===== config.mk =====
export PLATFORM = sky130hd
export DESIGN_NAME = regfile
export DESIGN_NICKNAME = d
export VERILOG_FILES = /design/src/source/regfile.sv
export VERILOG_INCLUDE_DIRS = /design/src /design/src/common
export SDC_FILE = /design/constraint.sdc
export NUM_CORES = 2
export LEC_CHECK = 0
export ABC_AREA = 0
export BUFFER_PORTS_ARGS = -buffer_cell sky130_fd_sc_hd__buf_4
export CORE_MARGIN = 2
export CORE_UTILIZATION = 45
export CTS_BUF_LIST = sky130_fd_sc_hd__clkbuf_8
export DETAILED_ROUTE_END_ITERATION = 10
export PLACE_DENSITY = 0.67
export SKIP_LAST_GASP = 1
export SLEW_MARGIN = 5
export SYNTH_ARGS = -nofsm -noshare
export SYNTH_HDL_FRONTEND = slang
export SYNTH_SLANG_ARGS = --single-unit

===== constraint.sdc =====
create_clock -name i_clk -period 4.56 [get_ports i_clk]
set_input_delay 1.14 -clock i_clk [delete_from_list [all_inputs] [get_ports i_clk]]
set_output_delay 1.14 -clock i_clk [all_outputs]
set_load 0.02 [all_outputs]

===== src/common/core_macros.svh =====
`ifndef CORE_MACROS_SVH
`define CORE_MACROS_SVH

////////////////////////////////////////
// Datapath width
////////////////////////////////////////

`define XLEN 64

////////////////////////////////////////
// Operand select vector
////////////////////////////////////////

`define OP_SEL_W        3
`define OP_SEL_IMM_SEXT 0
`define OP_SEL_IMM_ZEXT 1
`define OP_SEL_RF       2

////////////////////////////////////////
// One-hot unit select vector
////////////////////////////////////////

`define ALU_OPW    7
`define ALU_OP_ADD 0
`define ALU_OP_SUB 1
`define ALU_OP_AND 2
`define ALU_OP_OR  3
`define ALU_OP_XOR 4
`define ALU_OP_SLL 5
`define ALU_OP_SRL 6

`define DMEM_WORDS 64 // 512 bytes.
`define DMEM_AW    6

`endif


===== src/source/regfile.sv =====
`timescale 1ns/1ps
`default_nettype none

`include "core_macros.svh"

module regfile (
   input  logic             i_clk,
   input  logic             i_rst_n,
   input  logic [4:0]       i_rs1_addr,
   input  logic [4:0]       i_rs2_addr,
   input  logic             i_we,
   input  logic [4:0]       i_wr_addr,
   input  logic [`XLEN-1:0] i_wr_data,
   output logic [`XLEN-1:0] o_rs1_data,
   output logic [`XLEN-1:0] o_rs2_data
);

   logic [`XLEN-1:0] regs [1:31]; // x0 has no storage.

   always_ff @(posedge i_clk or negedge i_rst_n) begin
      if (!i_rst_n) begin
         for (int i = 1; i < 32; i++) begin
            regs[i] <= '0;
         end
      end else if (i_we && (i_wr_addr != 5'd0)) begin
         regs[i_wr_addr] <= i_wr_data;
      end
   end

   // Returns the value being written this cycle when the addresses match.
   function automatic logic [`XLEN-1:0] read_port(input logic [4:0] addr);
      logic [`XLEN-1:0] data;
      if (addr == 5'd0) begin
         data = '0;
      end else if (i_we && (addr == i_wr_addr)) begin
         data = i_wr_data;
      end else begin
         data = regs[addr];
      end
      return data;
   endfunction

   always_comb begin
      o_rs1_data = read_port(i_rs1_addr);
      o_rs2_data = read_port(i_rs2_addr);
   end

   // The top level filters out rd == 0 before it drives the write port.
   a_no_x0_write: assert property (@(posedge i_clk) disable iff (!i_rst_n)
      i_we |-> (i_wr_addr != 5'd0));

endmodule

`default_nettype wire


==> impl_metrics.yaml <==
route:
  drt_pass1_iterations: 6
  drcViolationCount: 0
  post_drt_wl_per_cell_um: 33.4
  drt-initial-drc-count: 9372
  vias: 75575
  ant_nets_after_route: 0
  drt-vias-per-instance: 6.69
  routed_wirelength_um: 377000
sta:
  timing.final.max_slew_violations: 0
  finClkSkew_ns: 0
  achievable-frequency_mhz: 215
  slew_headroom_pct: 15.3
  final-hold-violation-count: 0
  final_period_minus_worst_setup_slack_ns: 4.66
  min_setup_slack_post_route_ns: -0.0994
  min_period_over_period_pct: 102
  totalNegativeSetupSlack_ns: -0.191
  timing_worst_slew_pin_value_ns: 1.27
  rsz_0062_raised_after_global_routing: "yes"
  finalSetupViolations: 5
floorplan:
  dieHeight_um: 492
  top_level_ports: 210
  initial_core_util_pct: 45.2
  core_mm2: 0.237
  die_width_um: 492
  placement_rows: 179
  die_area_mm2: 0.242
worst_setup_path:
  end_kind: "output pin"
  worst_r2r_startpoint: "regs[1878]"
  worst_path_fanout_max: 13
  r2r_setup_slack_ns: 3.72
  worst_ep_arrival_time_ns: 3.52
  cp-endpoint: "o_rs1_data[60]"
  rr_endpoint: "regs[1878]"
  path_class: "input port to output pin"
  r2r.worst_path.cells: 1
  worstSetupStartpoint: "i_rs1_addr[4]"
  worst_ep_required_time_ns: 3.42
  startpoint_type: "input port"
place:
  placement.io_buffers: 209
  globalplace.congestion: 0.865
  post-dp-hpwl_um: 225000
  detailed_place.area_mm2: 0.116
grt:
  grt_max_degree: 105
  global_route_wire_length_before_repair_um: 544000
  grt_util_all_layers_pct: 30.6
  grt-ovfl-total: 0
  grt_antenna_before_repair: 27
  via_count_of_the_first_global_routing_pass: 77452
pwr:
  power.leakage_nw: 53.7
  peakVddDrop_mv: 0.337
  power_density_mw_per_mm2: 422
synth:
  synth-edff-count: 0
  syn-cell-area_mm2: 0.107
  yosys_register_bits: 1984
  count_of_synthesis_stage_warnings_from_yosys: 0
  async_reset_ff_share_pct: 100
  synth_cell_types: 45
  synth_cells: 7532
  synth_nets: 7614
  yosysSeqAreaShare_pct: 46.3
  synthFlopType: "dfrtp_1"
  syn_avg_cell_area_um2: 14.2
clock_network:
  cts-root-to-sink-buffers: 4
  clockRootBuffer: "clkbuf_8"
  cts_tree: "done"
  clock_buffers_created_by_tritoncts: 345
  cts.sinks: 1984
  ctsHtreeMaxLevel: 5
  clock_insertion_delay_worst_skew_ns: 1.07
  clk_pin_slew_ns: 0.06
cells_and_area:
  syn2layout_area_growth_pct: 15.3
  num-nets-final: 7943
  largest_register_ff_count: 1984
  layout_common_cells: "mux2_2 (2183), dfrtp_1 (1984), mux4_2 (827)"
  regs_by_ff_count: "regs (1984)"
  registers.top_by_ff_count: "regs"
  final_area_mm2: 0.124
  fraction_of_layout_instances_using_a_drive_strength_above_1_pct: 54.9
  most_common_library_cell_in_the_layout_ignoring_fill_and_taps: "mux2_2"
worst_hold_path:
  hold_class: "flip-flop to flip-flop"
  hold_path_depth: 1
status:
  failed_checks: "setup timing"
  status: "complete, but fails checks"
run:
  maximum_capacitance_violations: 0
[synth_stat cells (25+ instances only)]
cell type,instances,area (um^2)
clkbuf_1,479,1800
a21oi_1,91,455
a211oi_2,25,313
o22ai_1,36,225
nor4_1,67,419
mux4_2,827,18600
o21ai_0,142,711
nor2_1,352,1320
a31oi_1,42,263
buf_2,251,1260
o221ai_1,30,263
dfrtp_1,1984,49600
buf_6,43,484
a211oi_1,134,1010
a221o_1,41,410
nand2_1,140,526
mux2_2,2183,24600
buf_1,29,109
buf_4,31,233
a22oi_1,55,413
mux2i_1,141,1410
nor3_1,128,641
nor2b_1,68,425
a22o_1,41,359
a221oi_1,95,832
[layout make-up]
type,count,area (um^2)
Antenna cell,24,60.1
Clock buffer,449,6180
Clock inverter,136,776
Fill cell,19755,114000
Inverter,2,15.0
Multi-Input combinational cell,4713,54200
Sequential cell,1984,49600
Tap cell,3167,3960
Timing Repair Buffer,815,8750
[metrics by stage]
| step | power [W] | hold WS [ns] | cells | setup WS [ns] | util (%) |
|---|---|---|---|---|---|
| 3_3_place_gp | 0.0347 | 0.499 | 10657 | -0.307 | 48.9 |
| 6_report | 0.0521 | 0.521 | 11290 | -0.0994 | 52.1 |
| 4_1_cts | 0.0521 | 0.488 | 11249 | 0.00434 | 51.9 |
| 3_5_place_dp | 0.0353 | 0.508 | 10657 | -0.260 | 48.9 |
| 2_1_floorplan | 0.0313 | 0.488 | 7532 | 0.435 | - |
| 5_1_grt | 0.0542 | 0.529 | 11284 | -0.0640 | 52.1 |
[worst min path at each step]
stage / from / endpoint / slack [ns]
6_report: regs[124] / regs[124] / 0.52
5_1_grt: i_wr_data[46] / regs[1838] / 0.53
3_3_place_gp: regs[1351] / regs[1351] / 0.50
4_1_cts: i_wr_data[46] / regs[1838] / 0.49
2_1_floorplan: regs[1407] / regs[1407] / 0.49
3_5_place_dp: regs[1852] / regs[1852] / 0.51
[report_power, final]
group / internal [W] / total [W] / switching, W
logic: 0.00687 / 0.0117 / 0.00479
registers: 0.0211 / 0.0237 / 0.00262
clock network: 0.00916 / 0.0168 / 0.00761
total: 0.0371 / 0.0521 / 0.0150
[cells by family after synthesis]
logic type,Yosys count,share of synthesized area (%)
and+or+nand+nor,805,3.43
muxes,3151,41.6
AOI/OAI and AO/OA,747,4.97
buffers and inverters,835,3.62
DFF,1984,46.3
xor gates and xnor gates,10,0.0817
[worst max-delay path, stage by stage]
cell	delay (ns)
buf_4	0.22
buf_4	0.23
nand2b_4	0.28
buf_4	0.26
buf_6	0.25
nor2_1	0.08
a31oi_1	0.31
a211oi_2	0.12
nor3_1	0.37
buf_4	0.22
[routing by layer]
layer	global-route usage, %	wire [um]	up-vias
met3	7.77	38400	1157
met1	40.8	147000	40191
li1	-	-	29638
met4	15.5	19500	18
met5	0	123	-
met2	46.5	172000	4571
[timing repair]
item	4_1_cts	5_1_grt
gates resized for setup	24	30
endpoints found under the setup margin	56	38
gates cloned	2	4
endpoints found under the hold margin	14	0
setup buffers	4	13
pin swaps	3	5
hold buffers	1	0
Note: power is estimated with default switching activity, not from simulation.
