**src/common/core_macros.svh**
```systemverilog
`ifndef CORE_MACROS_SVH
`define CORE_MACROS_SVH

////////////////////////////////////////
// Datapath width
////////////////////////////////////////

`define XLEN 64

////////////////////////////////////////
// Operand select vector
////////////////////////////////////////

`define OP_SEL_W        3
`define OP_SEL_IMM_SEXT 0
`define OP_SEL_IMM_ZEXT 1
`define OP_SEL_RF       2

////////////////////////////////////////
// One-hot unit select vector
////////////////////////////////////////

`define ALU_OPW    7
`define ALU_OP_ADD 0
`define ALU_OP_SUB 1
`define ALU_OP_AND 2
`define ALU_OP_OR  3
`define ALU_OP_XOR 4
`define ALU_OP_SLL 5
`define ALU_OP_SRL 6

`define DMEM_WORDS 64 // 512 bytes.
`define DMEM_AW    6

`endif

```
**src/common/isa_pkg.sv**
```systemverilog
`default_nettype none

package isa_pkg;

   typedef enum logic [6:0] {
      OP_IMM = 7'b0010011,
      LOAD   = 7'b0000011,
      STORE  = 7'b0100011
   } opcode_e;

   typedef logic [2:0] funct3_t;

   localparam funct3_t F3_ADDI = 3'b000;
   localparam funct3_t F3_B    = 3'b000;
   localparam funct3_t F3_H    = 3'b001;
   localparam funct3_t F3_W    = 3'b010;
   localparam funct3_t F3_D    = 3'b011;
   localparam funct3_t F3_BU   = 3'b100;
   localparam funct3_t F3_HU   = 3'b101;
   localparam funct3_t F3_WU   = 3'b110;

   typedef struct packed {
      logic [11:0] imm;
      logic [4:0]  rs1;
      funct3_t     funct3;
      logic [4:0]  rd;
      logic [6:0]  opcode;
   } i_fmt_t;

   typedef struct packed {
      logic [6:0]  imm_hi;
      logic [4:0]  rs2;
      logic [4:0]  rs1;
      funct3_t     funct3;
      logic [4:0]  imm_lo;
      logic [6:0]  opcode;
   } s_fmt_t;

   // The same 32 bits seen as either format.
   typedef union packed {
      i_fmt_t i;
      s_fmt_t s;
   } insn_u;

endpackage

`default_nettype wire

```
**src/common/core_pkg.sv**
```systemverilog
`default_nettype none

package core_pkg;

   typedef logic [3:0] lsu_size_t; // Access size in bytes.

   localparam lsu_size_t SIZE_B = 4'd1;
   localparam lsu_size_t SIZE_H = 4'd2;
   localparam lsu_size_t SIZE_W = 4'd4;
   localparam lsu_size_t SIZE_D = 4'd8;

   typedef enum logic {
      WB_ALU = 1'b0,
      WB_LSU = 1'b1
   } wb_sel_e;

endpackage

`default_nettype wire

```
**src/source/idu.sv**
```systemverilog
`timescale 1ns/1ps
`default_nettype none

`include "core_macros.svh"

module idu
   import isa_pkg::*;
   import core_pkg::*;
(
   input  logic [31:0]           i_insn,
   output logic                  o_legal,
   output logic                  o_rf_we,
   output logic [4:0]            o_rd,
   output logic [4:0]            o_rs1_addr,
   output logic [4:0]            o_rs2_addr,
   output logic [`OP_SEL_W-1:0]  o_op_sel,
   output logic [`ALU_OPW-1:0]   o_fu_sel,
   output logic                  o_lsu_load,
   output logic                  o_lsu_store,
   output logic                  o_lsu_sigext,
   output lsu_size_t             o_lsu_size,
   output wb_sel_e               o_wb_sel,
   output logic [11:0]           o_imm12
);

   insn_u insn;
   logic  is_op_imm;
   logic  is_load;
   logic  is_store;
   logic  op_addi;
   logic  op_lb, op_lh, op_lw, op_ld;
   logic  op_lbu, op_lhu, op_lwu;
   logic  op_sb, op_sh, op_sw, op_sd;

   assign insn = i_insn;

   assign is_op_imm = (insn.i.opcode == OP_IMM);
   assign is_load   = (insn.i.opcode == LOAD);
   assign is_store  = (insn.i.opcode == STORE);

   ////////////////////////////////////////
   // One-hot instruction flags
   ////////////////////////////////////////

   assign op_addi = is_op_imm & (insn.i.funct3 == F3_ADDI);

   assign op_lb  = is_load & (insn.i.funct3 == F3_B);
   assign op_lh  = is_load & (insn.i.funct3 == F3_H);
   assign op_lw  = is_load & (insn.i.funct3 == F3_W);
   assign op_ld  = is_load & (insn.i.funct3 == F3_D);
   assign op_lbu = is_load & (insn.i.funct3 == F3_BU);
   assign op_lhu = is_load & (insn.i.funct3 == F3_HU);
   assign op_lwu = is_load & (insn.i.funct3 == F3_WU);

   assign op_sb = is_store & (insn.s.funct3 == F3_B);
   assign op_sh = is_store & (insn.s.funct3 == F3_H);
   assign op_sw = is_store & (insn.s.funct3 == F3_W);
   assign op_sd = is_store & (insn.s.funct3 == F3_D);

   ////////////////////////////////////////
   // Control fields
   ////////////////////////////////////////

   assign o_lsu_load  = op_lb | op_lh | op_lw | op_ld | op_lbu | op_lhu | op_lwu;
   assign o_lsu_store = op_sb | op_sh | op_sw | op_sd;
   assign o_legal     = op_addi | o_lsu_load | o_lsu_store;

   assign o_rf_we    = op_addi | o_lsu_load;
   assign o_rd       = insn.i.rd;
   assign o_rs1_addr = insn.i.rs1;
   assign o_rs2_addr = o_lsu_store ? insn.s.rs2 : 5'd0; // Only stores read rs2.

   assign o_imm12 = is_store ? {insn.s.imm_hi, insn.s.imm_lo} : insn.i.imm;

   // Every supported instruction adds rs1 and the sign-extended immediate.
   assign o_op_sel[`OP_SEL_IMM_SEXT] = o_legal;
   assign o_op_sel[`OP_SEL_IMM_ZEXT] = 1'b0;
   assign o_op_sel[`OP_SEL_RF]       = 1'b0;

   assign o_fu_sel[`ALU_OP_ADD] = o_legal; // Adder doubles as address generator.
   assign o_fu_sel[`ALU_OP_SUB] = 1'b0;
   assign o_fu_sel[`ALU_OP_AND] = 1'b0;
   assign o_fu_sel[`ALU_OP_OR]  = 1'b0;
   assign o_fu_sel[`ALU_OP_XOR] = 1'b0;
   assign o_fu_sel[`ALU_OP_SLL] = 1'b0;
   assign o_fu_sel[`ALU_OP_SRL] = 1'b0;

   assign o_lsu_size = (op_lb | op_lbu | op_sb) ? SIZE_B :
                       (op_lh | op_lhu | op_sh) ? SIZE_H :
                       (op_lw | op_lwu | op_sw) ? SIZE_W : SIZE_D;

   assign o_lsu_sigext = op_lb | op_lh | op_lw;

   assign o_wb_sel = o_lsu_load ? WB_LSU : WB_ALU;

endmodule

`default_nettype wire

```
**config.mk**
```make
export PLATFORM = sky130hd
export DESIGN_NAME = idu
export DESIGN_NICKNAME = d
export VERILOG_FILES = /design/src/common/isa_pkg.sv /design/src/common/core_pkg.sv /design/src/source/idu.sv
export VERILOG_INCLUDE_DIRS = /design/src /design/src/common
export SDC_FILE = /design/constraint.sdc
export NUM_CORES = 1
export LEC_CHECK = 0
export BUFFER_PORTS_ARGS = -buffer_cell sky130_fd_sc_hd__buf_4
export CORE_UTILIZATION = 33
export DETAILED_ROUTE_END_ITERATION = 8
export GPL_TIMING_DRIVEN = 0
export PLACE_DENSITY = 0.95
export SYNTH_ARGS = -nofsm -noshare
export SYNTH_HDL_FRONTEND = slang
export SYNTH_SLANG_ARGS = --single-unit
```
**constraint.sdc**
```tcl
create_clock -name vclk -period 2
set_input_delay 0 -clock vclk [all_inputs]
set_output_delay 0 -clock vclk [all_outputs]
set_load 0.03 [all_outputs]
```
==> flow_summary.ini <==
[status]
outcome = finished, final reports clean

[synthesis]
ys_types = 21
yosys_warnings = 0
synth_area_um2 = 500.5
avgSynthCellArea_um2 = 7.820
synth_cells = 64
seq_area_frac_synth = 0

[floorplan]
die_w_um = 40.95
die_y_um = 40.95
coreArea_mm2 = 0.001350
io_pins = 79
initial_core_util = 0.3707
dieArea_mm2 = 0.001676
rows = 13

[global_routing]
grt_pass1_wl_um = 1690
antenna_found_initial = 0
grt_pass1_vias = 432
grt_usage = 0.1408
grt.overflow.total = 0
grt_max_degree = 10

[worst_hold_path]
hold-path-cell-count = 2
holdCritPathClass = in2out

[worst_setup_path]
crit_path_frequent_cell = buf_4
worst-path-stages = 6
cp_slowest_cell = nor4_1
max_stage_delay_ps = 360
arrival_ps = 1390
worstPathRequired_ps = 2000
cp_max_fo = 4
endpoint_kind = output port
path_class = in2out
crit_buf_inv = 3
cp_top_family = simple AND/OR/NAND/NOR gates
path_cells = buf_4 -> nand4bb_4 -> or2_2 -> nor4_1 -> buf_4 -> buf_4
cp-start-kind = input pin

[flow_run]
maxCapViolCount = 0

[clock_tree]
post-cts-setup-buffers = 0
postCtsResizedCells = 0
ctsHoldBuffers = 0

[cells_and_area]
seq_area_um2 = 0
clock_buffers = 0
layout_commonest_cell = buf_4
area_delta_synth_final_pct = 94.50
diodes = 0
seq_cells = 0
multi_input_area_um2 = 305.3
drive_above_1_share = 0.7578
final_nets = 162
final_area_um2 = 973.4
fillerInstances = 111
layout_common_cells = buf_4, conb_1, and2_1, mux2_2, nor3_1

[timing]
grt_setup_unrepaired = false
timing.final.ws_setup_ps = 612.5
tightest_slew_ps = 490.8
fin_tns_setup_ps = 0
whs_ps = 215.4
period_share = 0.6937
finalHoldViolCount = 0
max_freq_mhz = 720.7
slew_violations = 0
slew_headroom = 0.6701
fin_crit_ps = 1387
setup_viol = 0

[pwr]
p_clk_frac = 0
seq_power_share = 0
ir_drop_mv = 0.1358
power_density_mw_per_mm2 = 215.9
p_int_mw = 0.09865
leakagePower_nw = 0.5388
switching_share = 0.5306
switchingPower_mw = 0.1115
p_comb_frac = 1.000

[place]
port_buffers = 57
place_ws_ps = 604.6
placed_cell_area_um2 = 973.4
finalWeightedCongestion = 0.8235
hpwl_um = 1279

[route]
drt-total-wl_um = 1406
vias_per_cell = 4.385
drtAntennaViolNets = 0
drc = 0
drt_iter0_markers = 5
vias = 627
drtPass1Iterations = 2
wl_per_cell_um = 9.832
==> per-stage QoR <==
step	util	power, mW	cells
4_1_cts	0.7210	0.2108	143
3_5_place_dp	0.7210	0.2107	143
6_report	0.7210	0.2102	143
3_3_place_gp	0.7210	0.2070	143
2_1_floorplan	-	0.1354	71
5_1_grt	0.7210	0.2247	143
==> final timing paths <==
path	to	from	slack, ps
worst max-delay path	o_wb_sel	i_insn[2]	610
worst min-delay path	o_imm12[11]	i_insn[31]	220
==> routing by layer <==
| metal | wire length [um] | track usage | vias to the layer above |
|---|---|---|---|
| met1 | 450 | 0.1543 | 266 |
| met2 | 726 | 0.3008 | 50 |
| met3 | 230 | 0.005435 | 0 |
| met5 | 0 | 0 | - |
| li1 | - | - | 311 |
| met4 | 0 | 0 | 0 |
==> cells by family (layout without fill, tap and decap cells) <==
family / Yosys count / after routing / share of synthesized area
mux: 5 / 5 / 0.1125
simple gates: 19 / 19 / 0.3275
other cells: 1 / 8 / 0.007493
compound gates: 8 / 8 / 0.1100
buf+inv: 31 / 88 / 0.4425
==> synth_stat cells (all sizes together) <==
library cell	number	area, um2
and3	1	6.260
mux2	5	56.30
nand2b	1	6.260
a21o	1	7.510
a21oi	3	15.01
clkbuf	2	7.510
conb	1	3.750
nor4	2	18.77
nor3b	2	25.02
o21bai	1	7.510
and2	5	31.28
a211o	1	8.760
nor3	5	36.29
a2111o	1	11.26
nand4bb	1	27.53
buf	28	210.2
or2	2	12.51
inv	1	3.750
o21ai	1	5.000
==> power by group through the flow <==
stage               clock (mW)  combinational [mW]  sequential (mW)
detailed placement           0               0.211                0
finish                       0               0.210                0
floorplan                    0               0.135                0
CTS                          0               0.211                0
global placement             0               0.207                0
global route                 0               0.225                0
==> final cells by class <==
cell class                      instances  share of cell area
Timing Repair Buffer                   57              0.4396
Inverter                                1            0.003856
Buffer                                 30              0.2237
Tap cell                               15             0.01928
Multi-Input combinational cell         40              0.3136
(Power assumes the default switching activity.)
