--- src/common/core_macros.svh ---
`ifndef CORE_MACROS_SVH
`define CORE_MACROS_SVH

////////////////////////////////////////
// Datapath width
////////////////////////////////////////

`define XLEN 64

////////////////////////////////////////
// Operand select vector
////////////////////////////////////////

`define OP_SEL_W        3
`define OP_SEL_IMM_SEXT 0
`define OP_SEL_IMM_ZEXT 1
`define OP_SEL_RF       2

////////////////////////////////////////
// One-hot unit select vector
////////////////////////////////////////

`define ALU_OPW    7
`define ALU_OP_ADD 0
`define ALU_OP_SUB 1
`define ALU_OP_AND 2
`define ALU_OP_OR  3
`define ALU_OP_XOR 4
`define ALU_OP_SLL 5
`define ALU_OP_SRL 6

`define DMEM_WORDS 64 // 512 bytes.
`define DMEM_AW    6

`endif

--- src/common/core_pkg.sv ---
`default_nettype none

package core_pkg;

   typedef logic [3:0] lsu_size_t; // Access size in bytes.

   localparam lsu_size_t SIZE_B = 4'd1;
   localparam lsu_size_t SIZE_H = 4'd2;
   localparam lsu_size_t SIZE_W = 4'd4;
   localparam lsu_size_t SIZE_D = 4'd8;

   typedef enum logic {
      WB_ALU = 1'b0,
      WB_LSU = 1'b1
   } wb_sel_e;

endpackage

`default_nettype wire

--- src/lsu/lsu.sv ---
`timescale 1ns/1ps
`default_nettype none

`include "core_macros.svh"

module lsu
   import core_pkg::*;
(
   input  logic                 i_clk,
   input  logic                 i_rst_n,
   input  logic                 i_load,
   input  logic                 i_store,
   input  lsu_size_t            i_size,
   input  logic                 i_sigext,
   input  logic [`XLEN-1:0]     i_addr,
   input  logic [`XLEN-1:0]     i_st_data,
   output logic [`XLEN-1:0]     o_ld_data,
   output logic [`DMEM_AW-1:0]  o_mem_idx,
   output logic [7:0]           o_mem_be,
   output logic                 o_mem_we,
   output logic [`XLEN-1:0]     o_mem_wdata,
   input  logic [`XLEN-1:0]     i_mem_rdata
);

   logic [2:0]       offset;
   logic [7:0]       size_mask;
   logic [`XLEN-1:0] rd_shifted;
   logic [`XLEN-1:0] rd_ext;

   assign offset    = i_addr[2:0];
   assign o_mem_idx = i_addr[`DMEM_AW+2:3];

   ////////////////////////////////////////
   // Store path
   ////////////////////////////////////////

   always_comb begin
      case (i_size)
         SIZE_B:  size_mask = 8'h01;
         SIZE_H:  size_mask = 8'h03;
         SIZE_W:  size_mask = 8'h0f;
         default: size_mask = 8'hff;
      endcase
   end

   assign o_mem_we    = i_store;
   assign o_mem_be    = i_store ? (size_mask << offset) : 8'h00;
   assign o_mem_wdata = i_st_data << {offset, 3'b000}; // Move bytes into their lanes.

   ////////////////////////////////////////
   // Load path
   ////////////////////////////////////////

   assign rd_shifted = i_mem_rdata >> {offset, 3'b000};

   always_comb begin
      case (i_size)
         SIZE_B:  rd_ext = {{(`XLEN-8){i_sigext & rd_shifted[7]}}, rd_shifted[7:0]};
         SIZE_H:  rd_ext = {{(`XLEN-16){i_sigext & rd_shifted[15]}}, rd_shifted[15:0]};
         SIZE_W:  rd_ext = {{(`XLEN-32){i_sigext & rd_shifted[31]}}, rd_shifted[31:0]};
         default: rd_ext = rd_shifted;
      endcase
   end

   assign o_ld_data = i_load ? rd_ext : '0;

   // Misaligned accesses are not supported, so the decoder and the test
   // stimulus must never produce one.
   a_aligned: assert property (@(posedge i_clk) disable iff (!i_rst_n)
      (i_load || i_store) |-> ((offset & (i_size[2:0] - 3'd1)) == 3'd0));

   a_one_op: assert property (@(posedge i_clk) disable iff (!i_rst_n)
      !(i_load && i_store));

endmodule

`default_nettype wire

--- config.mk ---
export PLATFORM = sky130hd
export DESIGN_NAME = lsu
export DESIGN_NICKNAME = d
export VERILOG_FILES = /design/src/common/core_pkg.sv /design/src/lsu/lsu.sv
export VERILOG_INCLUDE_DIRS = /design/src /design/src/common
export SDC_FILE = /design/constraint.sdc
export NUM_CORES = 1
export LEC_CHECK = 0
export BUFFER_PORTS_ARGS = -buffer_cell sky130_fd_sc_hd__buf_2
export CAP_MARGIN = 5
export CORE_AREA = 5 5 130 132
export DETAILED_ROUTE_END_ITERATION = 8
export DIE_AREA = 0 0 135 137
export SYNTH_ARGS = -nofsm -noshare
export SYNTH_HDL_FRONTEND = slang
export SYNTH_SLANG_ARGS = --single-unit
--- constraint.sdc ---
create_clock -name vclk -period 1.7
set_input_delay 0 -clock vclk [all_inputs]
set_output_delay 0 -clock vclk [all_outputs]
set_load 0.01 [all_outputs]
==> impl_results.md, run 1 <==
* Worst Tran Pin Value at 699.1 ps
* CP Capture Type: primary output
* Mapped Area at 4302 sq um
* Post-synthesis simple-gate area fraction at 24.55%
* CP dominant cell by count: buf_12
* Main combinational cell family by area after synthesis: multiplexers
* Worst Path Buf+Inv at 4
* Congestion Overflow GR at 0
* Critical Path, Cell by Cell: buf_12, mux2_4, mux4_2, and3_4, o41ai_4, buf_6, buf_12, a21oi_1, buf_2
* Initial antenna violation count at 2
* YS warnings at 0
* Mux contribution to synthesized area at 38.28%
* Largest cells by area after synthesis: mux2i_1 17%, mux2_2 13%, a21oi_1 11%, nor2_1 10%, mux4_2 7.9%
* I/O Pins at 344
* Die area at 18500 sq um
* Routed wl met3 at 1426 um
* Final wirelength at 19480 um
* Pin count of the biggest net entering global routing at 76
* Seq_cells at 0
* # DRC at 0
* Register area share after synthesis at 0%
* Row cnt at 46
* Met2 wire length at 9255 um
* Compound-Gate Fraction of Synth Area at 28.13%
* Critical path type: input pin to primary output
* Total stage count of the critical path at 9
* Most frequent cells in the layout: 272 x buf_2, 115 x nor2_1, 92 x a21oi_1, 73 x mux2i_1, 50 x nand2_1
* Synth Area in XOR/XNOR at 0.4072%
* Slew margin rel. at 53.22%
* IR drop worst, VDD at 130.1 uV
* Leakage at 3.101 nW
* Synth unique cells at 41
* Slew Limit Fails at 0
* Initial DRC Count at 257
* Max FO, Critical Path at 16
* Gate Count Post-Synth at 647
* Cell family with most CP delay: multiplexers
* Dpl cells at 1116
* WL per Instance at 17.40 um
* Final hold violation count at 0
* Top sig layer: met5
* Setup total negative slack at -5147 ps
* Worst setup margin at -151.0 ps
* Vias in the first global route at 5669
* Area grow syn2layout at 45.11%
* Vias post-DR at 5805
* Crit-path max cell delay at 500 ps
* Placer Congestion at 0.9234
* Core Footprint at 15600 sq um
* Total of max-cap violations at 0
* Final nets at 1107
* Layout cell share with drive strength beyond 1 at 45.69%
* Critical Path RT at 1700 ps
* Critical path endpoint: o_ld_data[37]
* Register area at 0 sq um
* Via-to-Cell Ratio at 5.183
* FILL cells at 1690
* Post-DP HPWL at 15090 um
* Wl on met1 at 8263 um
* Antenna-violating nets left at 0
* Period Utilization, post-route at 108.9%
* Critical Path AT at 1850 ps
* Failing checks: negative setup slack
* Adder-cell area share of the yosys netlist at 0%
* Gr usage total at 18.97%
* First-pass GRT wire length at 29080 um
* Non-Filler Instances at 1120
* WHS at 0.01440 ps
* RSZ-0062 raised after global routing: yes
* PortBufs at 275
* Crit path from: i_addr[1]
* DR pass1 iterations at 4
* Dominant cell type by area after synthesis: mux2i_1
* Die Ht at 137 um
* CP max-delay cell: mux4_2
* Starting density of the core at 27.58%
* Hold-fix buffers, CTS at 0
* CLK BUF at 0
* N_diodes at 0
* Pwr dens at 308.5 nW/um^2
* Leading cell type in the layout, fill and taps excluded: buf_2
* Post-synth top area share at 16.99%
* Total Power at 1.926 mW
* Status: finished with violations
* Min Tclk post-route at 1851 ps
* Setup violations, final at 47
* Syn Area/Cell at 6.649 sq um
* Fmax at 0.5402 GHz
* Die X at 135 um
* Critical path launch point type: input pin
* Hold Crit Class: input pin to primary output
* Net count after synthesis at 848
==> metal layers <==
metal	vias up	GRT usage, %
met2	240	33.74
met4	4	4.255
met3	43	3.235
li1	2860	-
met1	2658	24.02
met5	-	0
==> cell usage after synthesis (8+ instances only) <==
master	count
buf_2	18
nor2b_1	32
o21a_1	32
o22ai_1	8
nand2b_1	10
nand2_1	50
nor2_1	115
buf_1	14
and2_1	9
a211oi_1	19
o21ai_0	20
clkbuf_1	32
a31oi_1	9
mux2i_1	73
a21oi_1	93
mux4_2	15
mux2_2	50
==> where the power goes <==
| part | total, mW | internal (mW) | switching [mW] |
|---|---|---|---|
| sequential | 0 | 0 | 0 |
| combinational | 1.93 | 0.904 | 1.02 |
| clock | 0 | 0 | 0 |
| total | 1.93 | 0.904 | 1.02 |
==> stage by stage <==
step           setup slack, ps  util [%]  cell area [sq um]
2_1_floorplan           -2.839         -               4333
3_3_place_gp            -104.8     39.32               6133
3_5_place_dp            -173.1     39.32               6133
4_1_cts                 -124.2     39.31               6132
5_1_grt                 -222.6     40.02               6242
6_report                -151.0     40.02               6242
==> worst min-delay path by stage <==
stage	startpoint	endpoint	slack (ps)	depth (start not counted)
after global routing	i_addr[7]	o_mem_idx[4]	0.04	0
after detailed placement	i_addr[5]	o_mem_idx[2]	0.07	0
final	i_addr[8]	o_mem_idx[5]	0.01	0
after global placement	i_addr[5]	o_mem_idx[2]	0.07	0
after floorplan	i_addr[3]	o_mem_idx[0]	90	1
after CTS	i_addr[5]	o_mem_idx[2]	0.07	0
==> cell type report <==
cell class	instances	area (sq um)	area share, %
Multi-Input combinational cell	569	3988	63.88
Timing Repair Buffer	332	1973	31.61
Tap cell	216	270.3	4.330
Inverter	3	11.26	0.1804
==> cells by family after synthesis <==
family,Yosys count
xor gates and xnor gates,2
AOI/OAI and AO/OA,197
and+or+nand+nor,231
muxes,139
buffers and inverters,78
==> what timing repair did <==
action                     4_1_cts  5_1_grt
resized for setup                5        7
cloned                           0        3
setup endpoints to repair       60       61
setup buffers                    0        2
Power figures use the tool's default switching activity.
==> run 2: changes to the inputs <==
PLACE_DENSITY = 0.67   (was default)
==> run 2 against run 1 <==
  * The run still ends with negative setup slack left
  * First-iteration DRC count decreased by 11%
  * Wire length about the same
  * Hold slack about the same
  * Clock-buffer cell count unchanged
  * Power increased by 1.7%
  * Sequential cell count unchanged
  * Combinational power about the same
  * Highest routed layer is now met4
==> impl_results.md, run 2 (synthesis results as in run 1) <==
* Status: finished with violations
* Failing checks: negative setup slack
* Slew margin rel. at 49.81%
* Max FO, Critical Path at 8
* Min Tclk post-route at 1810 ps
* IR drop worst, VDD at 124.0 uV
* FILL cells at 1636
* Die X at 135 um
* Post-DP HPWL at 15390 um
* Crit-path max cell delay at 470 ps
* Most frequent cells in the layout: 271 x buf_2, 113 x nor2_1, 92 x a21oi_1, 73 x mux2i_1, 50 x nand2_1
* Pin count of the biggest net entering global routing at 73
* Worst Path Buf+Inv at 3
* Critical path endpoint: o_ld_data[19]
* Crit path from: i_addr[1]
* Placer Congestion at 0.9020
* Final wirelength at 19470 um
* Die Ht at 137 um
* Cell family with most CP delay: multiplexers
* Critical Path, Cell by Cell: buf_12, mux2_4, mux4_2, and3_4, or2_4, buf_12, o21a_1, buf_2
* Sw Share at 52.94%
* # DRC at 0
* Slew Limit Fails at 0
* WHS at 0.008403 ps
* Critical Path AT at 1810 ps
* Vias in the first global route at 5671
* Congestion Overflow GR at 0
* Total of max-cap violations at 0
* Period Utilization, post-route at 106.5%
* First-pass GRT wire length at 29160 um
* PortBufs at 275
* Hold Crit Class: input pin to primary output
* Pre-CTS WS at -120.5 ps
* Initial antenna violation count at 0
* Hold-fix buffers, CTS at 0
* Setup violations, final at 47
* Final nets at 1110
* Worst Tran Pin Value at 750.1 ps
* Dpl cells at 1119
* Final hold violation count at 0
* Leakage at 3.139 nW
* DR pass1 iterations at 5
* Row cnt at 46
* Clock power share at 0%
* Combinational power share at 100.0%
* Placed Area at 6181 sq um
* Register area at 0 sq um
* Net switching power at 1.037 mW
* CP max-delay cell: mux4_2
* WL per Instance at 17.34 um
* Sequential Power Share at 0%
* Starting density of the core at 27.58%
* Post-route design area at 6336 sq um
* Non-Filler Instances at 1123
* Total stage count of the critical path at 8
* Layout cell share with drive strength beyond 1 at 46.09%
* Seq_cells at 0
* Antenna-violating nets left at 0
* Fmax at 0.5523 GHz
* P_int at 921.3 uW
* Worst setup margin at -110.5 ps
* RSZ-0062 raised after global routing: yes
* Via-to-Cell Ratio at 5.247
* CP dominant cell by count: buf_12
* Die area at 18500 sq um
* CLK BUF at 0
* N_diodes at 0
* Core Footprint at 15600 sq um
* Setup total negative slack at -3625 ps
* Area grow syn2layout at 47.29%
* Vias post-DR at 5892
* Critical path launch point type: input pin
* Leading cell type in the layout, fill and taps excluded: buf_2
* Pwr dens at 309.0 nW/um^2
* I/O Pins at 344
* Post-Route Utilization at 40.62%
* Total Power at 1.958 mW
* Critical path type: input pin to primary output
* CP Capture Type: primary output
* Critical Path RT at 1700 ps
* Gr usage total at 19.09%
* Initial DRC Count at 230
[run 2: changes by cell type in the layout (fill, tap and decap cells not counted), sizes merged]
cell,delta
clkinvlp,+1
buf,+3
clkinv,-1
[run 2: what timing repair did]
action / in CTS / in global routing
endpoints found under the setup margin: 47 / 66
resized for setup: 4 / 11
pin swaps: 0 / 7
setup buffers: 1 / 0
cloned: 1 / 2
[run 2: final cells by class]
type / instances / area [sq um] / share of cell area [%]
Multi-Input combinational cell: 569 / 3988 / 62.93
Timing Repair Buffer: 335 / 2063 / 32.56
Tap cell: 216 / 270.3 / 4.265
Inverter: 3 / 15.01 / 0.2370
[run 2: layer usage]
layer,wire length (um),up-vias,GRT usage (%),part of all wire [%]
met5,0,-,0,0
met1,7997,2730,23.62,41
met2,9469,281,34.60,49
li1,-,2849,-,-
met4,471,0,4.591,2.4
met3,1534,32,3.125,7.9
[run 2: power by group through the flow]
stage / clock (mW) / sequential [mW] / combinational (mW)
CTS: 0 / 0 / 1.92
finish: 0 / 0 / 1.96
floorplan: 0 / 0 / 1.14
detailed placement: 0 / 0 / 1.91
global route: 0 / 0 / 2.13
global placement: 0 / 0 / 1.89
[run 2: worst min-delay path by stage]
stage               cells past startpoint      endpoint  slack, ps       from
finish                                  0  o_mem_idx[1]      0.008  i_addr[4]
global route                            0  o_mem_idx[4]       0.03  i_addr[7]
CTS                                     0  o_mem_idx[2]       0.07  i_addr[5]
detailed placement                      0  o_mem_idx[2]       0.07  i_addr[5]
global placement                        0  o_mem_idx[2]       0.07  i_addr[5]
floorplan                               1  o_mem_idx[0]         90  i_addr[3]
